<file path="config.mk">
export PLATFORM = sky130hd
export DESIGN_NAME = rtc_top
export DESIGN_NICKNAME = d
export VERILOG_FILES = /design/src/hdl/rtc_pkg.sv /design/src/hdl/i2c_byte_master.sv /design/src/hdl/rtc_ctrl.sv /design/src/hdl/rtc_top.sv
export SDC_FILE = /design/constraint.sdc
export NUM_CORES = 1
export LEC_CHECK = 0
export ABC_AREA = 1
export BUFFER_PORTS_ARGS = -buffer_cell sky130_fd_sc_hd__buf_2
export CAP_MARGIN = 20
export CORE_MARGIN = 2
export CORE_UTILIZATION = 24
export DETAILED_ROUTE_END_ITERATION = 12
export PLACE_DENSITY = 0.51
export SLEW_MARGIN = 10
export SYNTH_ARGS = -nofsm -noshare
export SYNTH_HDL_FRONTEND = slang
export SYNTH_SLANG_ARGS = --single-unit
</file>
<file path="constraint.sdc">
create_clock -name clk -period 5 [get_ports clk]
set_clock_uncertainty 0.15 [all_clocks]
set_input_delay 0.5 -clock clk [delete_from_list [all_inputs] [get_ports clk]]
set_output_delay 0.5 -clock clk [all_outputs]
set_load 0.01 [all_outputs]
</file>
<file path="src/hdl/rtc_pkg.sv">
//******************************
// shared types for the rtc front end
// time fields are BCD bytes, sec in the low byte
// only the six calendar registers are covered
//******************************
package rtc_pkg;

    // calendar time, year in the top byte
    typedef struct packed {
        logic [7:0] year;
        logic [7:0] mon;
        logic [7:0] day;
        logic [7:0] hour;
        logic [7:0] min;
        logic [7:0] sec;
    } rtc_time_t;

    // one register access on the bus
    typedef struct packed {
        logic       rh_wl;     // 1 read, 0 write
        logic [7:0] reg_addr;
        logic [7:0] data_w;
    } i2c_req_t;

    typedef enum logic [1:0] {
        CTRL_WAIT,
        CTRL_ISSUE,
        CTRL_BUSY
    } ctrl_state_e;

    typedef enum logic [2:0] {
        I2C_IDLE,
        I2C_START,
        I2C_SHIFT,
        I2C_ACK,
        I2C_RESTART,
        I2C_STOP
    } i2c_state_e;

    // chip register map, weekday at 06h is skipped
    localparam logic [7:0] REG_SEC  = 8'h02;
    localparam logic [7:0] REG_MIN  = 8'h03;
    localparam logic [7:0] REG_HOUR = 8'h04;
    localparam logic [7:0] REG_DAY  = 8'h05;
    localparam logic [7:0] REG_MON  = 8'h07;
    localparam logic [7:0] REG_YEAR = 8'h08;

    // valid BCD bits per field
    localparam logic [7:0] MASK_SEC  = 8'h7f;
    localparam logic [7:0] MASK_MIN  = 8'h7f;
    localparam logic [7:0] MASK_HOUR = 8'h3f;
    localparam logic [7:0] MASK_DAY  = 8'h3f;
    localparam logic [7:0] MASK_MON  = 8'h1f;
    localparam logic [7:0] MASK_YEAR = 8'hff;

    // field index 0..5 to register address
    function automatic logic [7:0] rtc_reg_addr(input logic [2:0] idx);
        logic [7:0] a;
        case (idx)
            3'd0:    a = REG_SEC;
            3'd1:    a = REG_MIN;
            3'd2:    a = REG_HOUR;
            3'd3:    a = REG_DAY;
            3'd4:    a = REG_MON;
            default: a = REG_YEAR;
        endcase
        return a;
    endfunction

endpackage

</file>
<file path="src/hdl/i2c_byte_master.sv">
`timescale 1ns/1ps
//******************************
// single-register I2C write/read, sda_oe = 1 pulls SDA low
// no clock stretching, no arbitration, ACK bits ignored
// req must stay stable from exec until done
//******************************
module i2c_byte_master
    import rtc_pkg::*;
#(
    parameter int unsigned CLK_DIV  = 125,
    parameter logic [6:0]  DEV_ADDR = 7'h51
) (
    input  logic       clk,
    input  logic       rst_n,
    input  logic       exec,
    input  i2c_req_t   req,
    input  logic       sda_in,
    output logic       done,
    output logic [7:0] data_r,
    output logic       scl,
    output logic       sda_oe
);

    localparam int DIV_W = (CLK_DIV > 1) ? $clog2(CLK_DIV) : 1;
    localparam logic [DIV_W-1:0] DIV_MAX = DIV_W'(CLK_DIV - 1);

    i2c_state_e       state;
    logic [DIV_W-1:0] div_cnt;
    logic             tick;
    // quarter of the current bit time
    logic [1:0]       qtr;
    logic             phase_end;
    logic [2:0]       bit_cnt;
    // 0 addr+W, 1 reg, 2 data or addr+R, 3 read byte
    logic [1:0]       byte_idx;
    logic             ack_last;
    logic [7:0]       shreg;
    logic             rx_bit;
    logic             scl_d;
    logic             sda_oe_d;

    // byte to send in a given slot
    function automatic logic [7:0] tx_byte(input logic [1:0] idx, input i2c_req_t r);
        logic [7:0] b;
        case (idx)
            2'd0:    b = {DEV_ADDR, 1'b0};
            2'd1:    b = r.reg_addr;
            2'd2:    b = r.rh_wl ? {DEV_ADDR, 1'b1} : r.data_w;
            // all ones keeps SDA released while the chip drives
            default: b = 8'hff;
        endcase
        return b;
    endfunction

    //******************************
    // quarter-period tick
    //******************************
    always_ff @(posedge clk or negedge rst_n) begin
        if (!rst_n) begin
            div_cnt <= '0;
        end else if (state == I2C_IDLE || tick) begin
            div_cnt <= '0;
        end else begin
            div_cnt <= div_cnt + 1'b1;
        end
    end

    assign tick      = (state != I2C_IDLE) && (div_cnt == DIV_MAX);
    assign phase_end = tick && (qtr == 2'd3);

    // last ACK slot of the transaction, stop follows
    assign ack_last = (byte_idx == 2'd3) || (!req.rh_wl && byte_idx == 2'd2);

    //******************************
    // phase machine
    //******************************
    always_ff @(posedge clk or negedge rst_n) begin
        if (!rst_n) begin
            state    <= I2C_IDLE;
            qtr      <= 2'd0;
            bit_cnt  <= 3'd0;
            byte_idx <= 2'd0;
            done     <= 1'b0;
        end else begin
            done <= 1'b0;
            if (state == I2C_IDLE) begin
                qtr      <= 2'd0;
                bit_cnt  <= 3'd0;
                byte_idx <= 2'd0;
                if (exec) begin
                    state <= I2C_START;
                end
            end else if (tick) begin
                qtr <= qtr + 2'd1;
                if (qtr == 2'd3) begin
                    case (state)
                        I2C_START: begin
                            state <= I2C_SHIFT;
                        end
                        I2C_SHIFT: begin
                            bit_cnt <= bit_cnt + 3'd1;
                            if (bit_cnt == 3'd7) begin
                                state <= I2C_ACK;
                            end
                        end
                        I2C_ACK: begin
                            byte_idx <= byte_idx + 2'd1;
                            if (ack_last) begin
                                state <= I2C_STOP;
                            end else if (req.rh_wl && byte_idx == 2'd1) begin
                                // switch direction after the register address
                                state <= I2C_RESTART;
                            end else begin
                                state <= I2C_SHIFT;
                            end
                        end
                        I2C_RESTART: begin
                            state <= I2C_SHIFT;
                        end
                        I2C_STOP: begin
                            state <= I2C_IDLE;
                            done  <= 1'b1;
                        end
                        default: begin
                            state <= I2C_IDLE;
                        end
                    endcase
                end
            end
        end
    end

    //******************************
    // shift register and read data
    //******************************
    always_ff @(posedge clk) begin
        if (state == I2C_IDLE && exec) begin
            shreg <= tx_byte(2'd0, req);
        end else if (phase_end && state == I2C_SHIFT) begin
            // shift at end of bit so SDA only moves with SCL low
            shreg <= {shreg[6:0], rx_bit};
        end else if (phase_end && state == I2C_ACK && !ack_last) begin
            shreg <= tx_byte(byte_idx + 2'd1, req);
        end
        // sample late in the high phase
        if (tick && qtr == 2'd2 && state == I2C_SHIFT) begin
            rx_bit <= sda_in;
        end
        // on a write this is the data byte read back off the bus
        if (phase_end && state == I2C_STOP) begin
            data_r <= shreg;
        end
    end

    //******************************
    // bus levels per phase and quarter
    //******************************
    always_comb begin
        scl_d    = 1'b1;
        sda_oe_d = 1'b0;
        case (state)
            I2C_START: begin
                // SDA falls in q1 with SCL high
                scl_d    = (qtr != 2'd3);
                sda_oe_d = (qtr != 2'd0);
            end
            I2C_SHIFT: begin
                scl_d    = ^qtr;
                sda_oe_d = ~shreg[7];
            end
            I2C_ACK: begin
                // released, also the NACK after the read byte
                scl_d    = ^qtr;
                sda_oe_d = 1'b0;
            end
            I2C_RESTART: begin
                scl_d    = ^qtr;
                sda_oe_d = qtr[1];
            end
            I2C_STOP: begin
                // SDA rises in q2 with SCL high
                scl_d    = (qtr != 2'd0);
                sda_oe_d = ~qtr[1];
            end
            default: begin
                scl_d    = 1'b1;
                sda_oe_d = 1'b0;
            end
        endcase
    end

    // registered pins, bus idle out of reset
    always_ff @(posedge clk or negedge rst_n) begin
        if (!rst_n) begin
            scl    <= 1'b1;
            sda_oe <= 1'b0;
        end else begin
            scl    <= scl_d;
            sda_oe <= sda_oe_d;
        end
    end

    // SDA moves under high SCL only for start, restart or stop
    a_sda_stable: assert property (@(posedge clk) disable iff (!rst_n)
        (scl && $past(scl) && (sda_oe != $past(sda_oe)))
        |-> ($past(state) == I2C_START || $past(state) == I2C_RESTART ||
             $past(state) == I2C_STOP));

    a_done_pulse: assert property (@(posedge clk) disable iff (!rst_n)
        done |=> !done);

endmodule

</file>
<file path="src/hdl/rtc_ctrl.sv">
`timescale 1ns/1ps
//******************************
// writes TIME_INIT once after the power-up wait, then reads forever
// ACK is never checked, a silent chip just reads back bus idle
// WAIT_CYCLES must be at least 1
//******************************
module rtc_ctrl
    import rtc_pkg::*;
#(
    parameter rtc_time_t   TIME_INIT   = 48'h19_01_01_09_30_00,
    parameter int unsigned WAIT_CYCLES = 8000
) (
    input  logic       clk,
    input  logic       rst_n,
    input  logic       done,
    input  logic [7:0] data_r,
    output logic       exec,
    output i2c_req_t   req,
    output rtc_time_t  time_now
);

    localparam int WAIT_W = (WAIT_CYCLES > 1) ? $clog2(WAIT_CYCLES) : 1;
    localparam logic [WAIT_W-1:0] WAIT_MAX = WAIT_W'(WAIT_CYCLES - 1);

    ctrl_state_e       state;
    logic [WAIT_W-1:0] wait_cnt;
    // field index, 0 = sec .. 5 = year
    logic [2:0]        fld;
    logic [2:0]        fld_nxt;
    logic              fld_last;
    logic              rd_nxt;
    // a request is on the bus
    logic              pending_q;

    // start-time byte for a field
    function automatic logic [7:0] init_byte(input logic [2:0] idx);
        logic [7:0] b;
        case (idx)
            3'd0:    b = TIME_INIT.sec;
            3'd1:    b = TIME_INIT.min;
            3'd2:    b = TIME_INIT.hour;
            3'd3:    b = TIME_INIT.day;
            3'd4:    b = TIME_INIT.mon;
            default: b = TIME_INIT.year;
        endcase
        return b;
    endfunction

    //******************************
    // field walk
    //******************************
    assign fld_last = (fld == 3'd5);
    assign fld_nxt  = fld_last ? 3'd0 : fld + 3'd1;
    // once year is done the write pass is over for good
    assign rd_nxt   = req.rh_wl | fld_last;

    // exec lasts exactly the one ISSUE cycle
    assign exec = (state == CTRL_ISSUE);

    always_ff @(posedge clk or negedge rst_n) begin
        if (!rst_n) begin
            state    <= CTRL_WAIT;
            wait_cnt <= '0;
            fld      <= 3'd0;
            req      <= '0;
            time_now <= '0;
        end else begin
            case (state)
                // power-up settle time of the chip
                CTRL_WAIT: begin
                    if (wait_cnt == WAIT_MAX) begin
                        state <= CTRL_ISSUE;
                        req   <= '{rh_wl: 1'b0, reg_addr: rtc_reg_addr(3'd0),
                                   data_w: init_byte(3'd0)};
                    end else begin
                        wait_cnt <= wait_cnt + 1'b1;
                    end
                end
                CTRL_ISSUE: begin
                    state <= CTRL_BUSY;
                end
                CTRL_BUSY: begin
                    if (done) begin
                        state <= CTRL_ISSUE;
                        fld   <= fld_nxt;
                        req   <= '{rh_wl: rd_nxt, reg_addr: rtc_reg_addr(fld_nxt),
                                   data_w: init_byte(fld_nxt)};
                        // load even after writes, the value is stale until a read pass
                        case (fld)
                            3'd0:    time_now.sec  <= data_r & MASK_SEC;
                            3'd1:    time_now.min  <= data_r & MASK_MIN;
                            3'd2:    time_now.hour <= data_r & MASK_HOUR;
                            3'd3:    time_now.day  <= data_r & MASK_DAY;
                            3'd4:    time_now.mon  <= data_r & MASK_MON;
                            default: time_now.year <= data_r & MASK_YEAR;
                        endcase
                    end
                end
                default: begin
                    state <= CTRL_WAIT;
                end
            endcase
        end
    end

    //******************************
    // outstanding transaction
    //******************************
    always_ff @(posedge clk or negedge rst_n) begin
        if (!rst_n) begin
            pending_q <= 1'b0;
        end else if (exec) begin
            pending_q <= 1'b1;
        end else if (done) begin
            pending_q <= 1'b0;
        end
    end

    // no new request before the master answers
    a_exec_idle: assert property (@(posedge clk) disable iff (!rst_n)
        exec |-> !pending_q);

    // master only answers what was asked
    a_done_owed: assert property (@(posedge clk) disable iff (!rst_n)
        done |-> pending_q);

endmodule

</file>
<file path="src/hdl/rtc_top.sv">
`timescale 1ns/1ps
//******************************
// rtc front end, controller plus I2C master
// sda_in is the resolved bus level, pull-up is external
//******************************
module rtc_top
    import rtc_pkg::*;
#(
    // start time, year down to sec
    parameter rtc_time_t   TIME_INIT   = 48'h19_01_01_09_30_00,
    // power-up wait in clocks
    parameter int unsigned WAIT_CYCLES = 8000,
    // clocks per quarter SCL period
    parameter int unsigned CLK_DIV     = 125,
    parameter logic [6:0]  DEV_ADDR    = 7'h51
) (
    input  logic      clk,
    input  logic      rst_n,
    input  logic      sda_in,
    output logic      scl,
    output logic      sda_oe,
    output rtc_time_t time_now
);

    // request path
    logic       exec;
    i2c_req_t   req;
    // answer path
    logic       done;
    logic [7:0] data_r;

    //******************************
    // register sequencer
    //******************************
    rtc_ctrl #(
        .TIME_INIT   (TIME_INIT),
        .WAIT_CYCLES (WAIT_CYCLES)
    ) rtc_ctrl_inst (
        .clk      (clk),
        .rst_n    (rst_n),
        .done     (done),
        .data_r   (data_r),
        .exec     (exec),
        .req      (req),
        .time_now (time_now)
    );

    //******************************
    // bus engine
    //******************************
    i2c_byte_master #(
        .CLK_DIV  (CLK_DIV),
        .DEV_ADDR (DEV_ADDR)
    ) i2c_byte_master_inst (
        .clk    (clk),
        .rst_n  (rst_n),
        .exec   (exec),
        .req    (req),
        .sda_in (sda_in),
        .done   (done),
        .data_r (data_r),
        .scl    (scl),
        .sda_oe (sda_oe)
    );

endmodule

</file>
==> run metrics <==
internal power between 1000 and 1500 µW; fin crit share 42.3%; Min-Delay Path Class input port to async pin; Max Cap Violations 0; Initial Utilization roughly a quarter; Antenna Nets Post-Route 0; Core Box Area ~0.02 mm²; status finished, final reports clean; drt first pass iters 4; final count of hold timing violations 0; total CTS buffers 9; Worst Tran Pin Value approximately 760 ps; number of fill cells 2,187; share of cells above drive strength 1 17.0%; Cell Rows 52; Root Buffer clkbuf_16; Die W approximately 150 µm; htree depth 3; Port Buf Inserts 43; synth top area cells dfrtp_1, nand2_1, o21ai_0, edfxtp_1, inv_1; GRT Util Overall 9.94%; Residual DRC 0; area of the multi-input gates 0.00196 mm²; pre-CTS setup slack 2840 ps; NetSw approximately 350 µW; setup TNS 0 ps; pwr/cell area 274 mW/mm²; Setup Crit Path Kind register to register; pin count of the biggest net entering global routing between 50 and 60; via count between 3,000 and 4,000; Hold WS slightly below 50 ps; vias in the first global route 3,464; P_leak ~0.0027 µW; initial antenna violation count 0; Resized Gates After CTS 0; Synth top area share a little over two fifths; CTS tree done; crit end category register; sequential power share 54.6%; Fmax between 400 and 500 MHz; Sw Ratio 22.7%; DIE AREA approximately 0.021 mm²; Final setup viols 0; hpwl dp between 7 and 8 mm; min Tclk post-route between 2000 and 2500 ps; synthesized area per cell 8.86 µm²; top cells by count, synth nand2_1, dfrtp_1, inv_1, o21ai_0, nor2_1; Synth-to-Final Area Change 15.3%; Post-Synthesis Cells about 550; clock share of power around 44%; Ys Warns 0; io pins 53; Die Ht roughly 150 µm; Max Fanout on Critical Path 8; Unique masters post-synth 43; VDD IR max about 0.12 mV; iteration-0 DRC count of the detailed router 234; critical path launch point type register; first-pass GRT wire length 17.3 mm; Seq/Total Area, Yosys between 50% and 60%; Hold-fix buffers, CTS 0; Total Wirelength 9.94 mm; Slew Viols, Final 0; diode count 0; Synth Register Bits around 100; Routed WL per cell approximately 11 µm; worst setup margin between 2000 and 3000 ps; Post-synth EDFFs 9; RSZ-0062 raised after global routing false; Placer Congestion approximately 0.75; Via-to-Cell Ratio roughly 4; Post-synth top flop dfrtp_1; Mapped Area slightly below 0.005 mm²; CTS clk-pin slew, worst paths 70 ps; dominant cell type by area after synthesis dfrtp_1; clk sinks 103; # nets final approximately 610; clk buf depth 2; Critical Path AT slightly below 2000 ps; CP required 4840 ps; buffer count from post-CTS setup fixing 0; relative slew slack between 40% and 50%; most instantiated library cell after synthesis nand2_1; FFs w/ async S/R, synth between 80% and 90%; worst-skew pair later-pin latency roughly 350 ps; gr ovfl total 0; Logic pwr share under 10%; sequential cell area 0.00258 mm²
-- power groups by stage --
stage               Clock (µW)  Combinational, µW  Sequential (µW)
floorplan                    0               8.15              857
global placement             0               19.7              857
detailed placement           0               19.6              857
CTS                        714               19.5              840
global route               749               21.8              840
finish                     681               18.1              840
-- through the flow --
stage	cells	power (µW)	cell area [µm²]	util, %
5_1_grt	871	1610	5630	28.0
3_5_place_dp	855	877	5340	26.6
2_1_floorplan	559	866	4910	-
6_report	871	1540	5630	28.0
3_3_place_gp	855	877	5340	26.6
4_1_cts	871	1570	5630	28.0
-- metal layers --
layer	routed length, µm	up-vias	GRT usage (%)
li1	-	1860	-
met3	385	9	2.47
met4	125	0	3.20
met5	0	-	0
met1	5210	1617	13.9
met2	4220	65	15.1
-- worst max-delay path: stages (launching register included) --
cell	delay (ps)
dfrtp_1	410
inv_1	70
ha_1	150
nand3_1	120
nor2_4	210
nand2_1	120
nor2_1	540
-- cell families after synthesis --
family | synth area share (%)
xor+xnor | 1.44
buf+inv | 7.56
fa+ha+maj | 3.59
simple gates | 22.6
other cells | 0.0768
compound gates | 11.8
flops | 52.9
-- flip-flops by register name, indices dropped and copies added, names as in the netlist --
name	count
rtc_ctrl_inst.state	2
i2c_byte_master_inst.byte_idx	2
i2c_byte_master_inst.rx_bit	1
i2c_byte_master_inst.data_r	8
rtc_ctrl_inst.fld	3
i2c_byte_master_inst.state	3
i2c_byte_master_inst.scl	1
i2c_byte_master_inst.sda_oe	1
i2c_byte_master_inst.bit_cnt	3
rtc_ctrl_inst.req	9
i2c_byte_master_inst.shreg	8
rtc_ctrl_inst.time_now	39
i2c_byte_master_inst.qtr	2
i2c_byte_master_inst.div_cnt	7
rtc_ctrl_inst.wait_cnt	13
i2c_byte_master_inst.done	1
-- final cells by class --
type	instances	area share (%)
multi-input combinational	376	34.8
clock buffer	9	4.00
clock inverter	7	1.09
timing repair buffer	44	4.00
sequential	103	45.9
inverter	62	4.18
tap	270	6.01
-- layout by cell type, fill, tap and decap left out, drive strengths merged --
cell and instances:
edfxtp 9, or2 6, dfxtp 8, o22ai 1
nand3 32, a211oi 1, o21ai 77, nor3 8
a21o 1, o2111ai 1, nor2 37, o21a 1
buf 44, ha 14, and3 1, clkbuf 9
nor3b 2, inv 66, nand4 2, dfstp 1
dfrtp 85, clkinv 3, xnor2 3, xor2 5
nand3b 2, conb 9, a21oi 18, nand2 153
o31ai 1, o221ai 1
-- path summary, 6_finish.rpt --
path | start | to | slack [ps] | cells past startpoint
hold / removal | rst_n | rtc_ctrl_inst.wait_cnt[3] | 50 | 1
setup reg to reg | i2c_byte_master_inst.div_cnt[0] | i2c_byte_master_inst.data_r[6] | 2880 | 6
max in group asynchronous | rst_n | i2c_byte_master_inst.scl | 3730 | 2
hold reg to reg | i2c_byte_master_inst.shreg[3] | i2c_byte_master_inst.data_r[3] | 310 | 0
min in group clk | sda_in | i2c_byte_master_inst.rx_bit | 190 | 1
setup / recovery | i2c_byte_master_inst.div_cnt[0] | i2c_byte_master_inst.data_r[6] | 2880 | 6
Note: power is estimated with default switching activity, not from simulation.
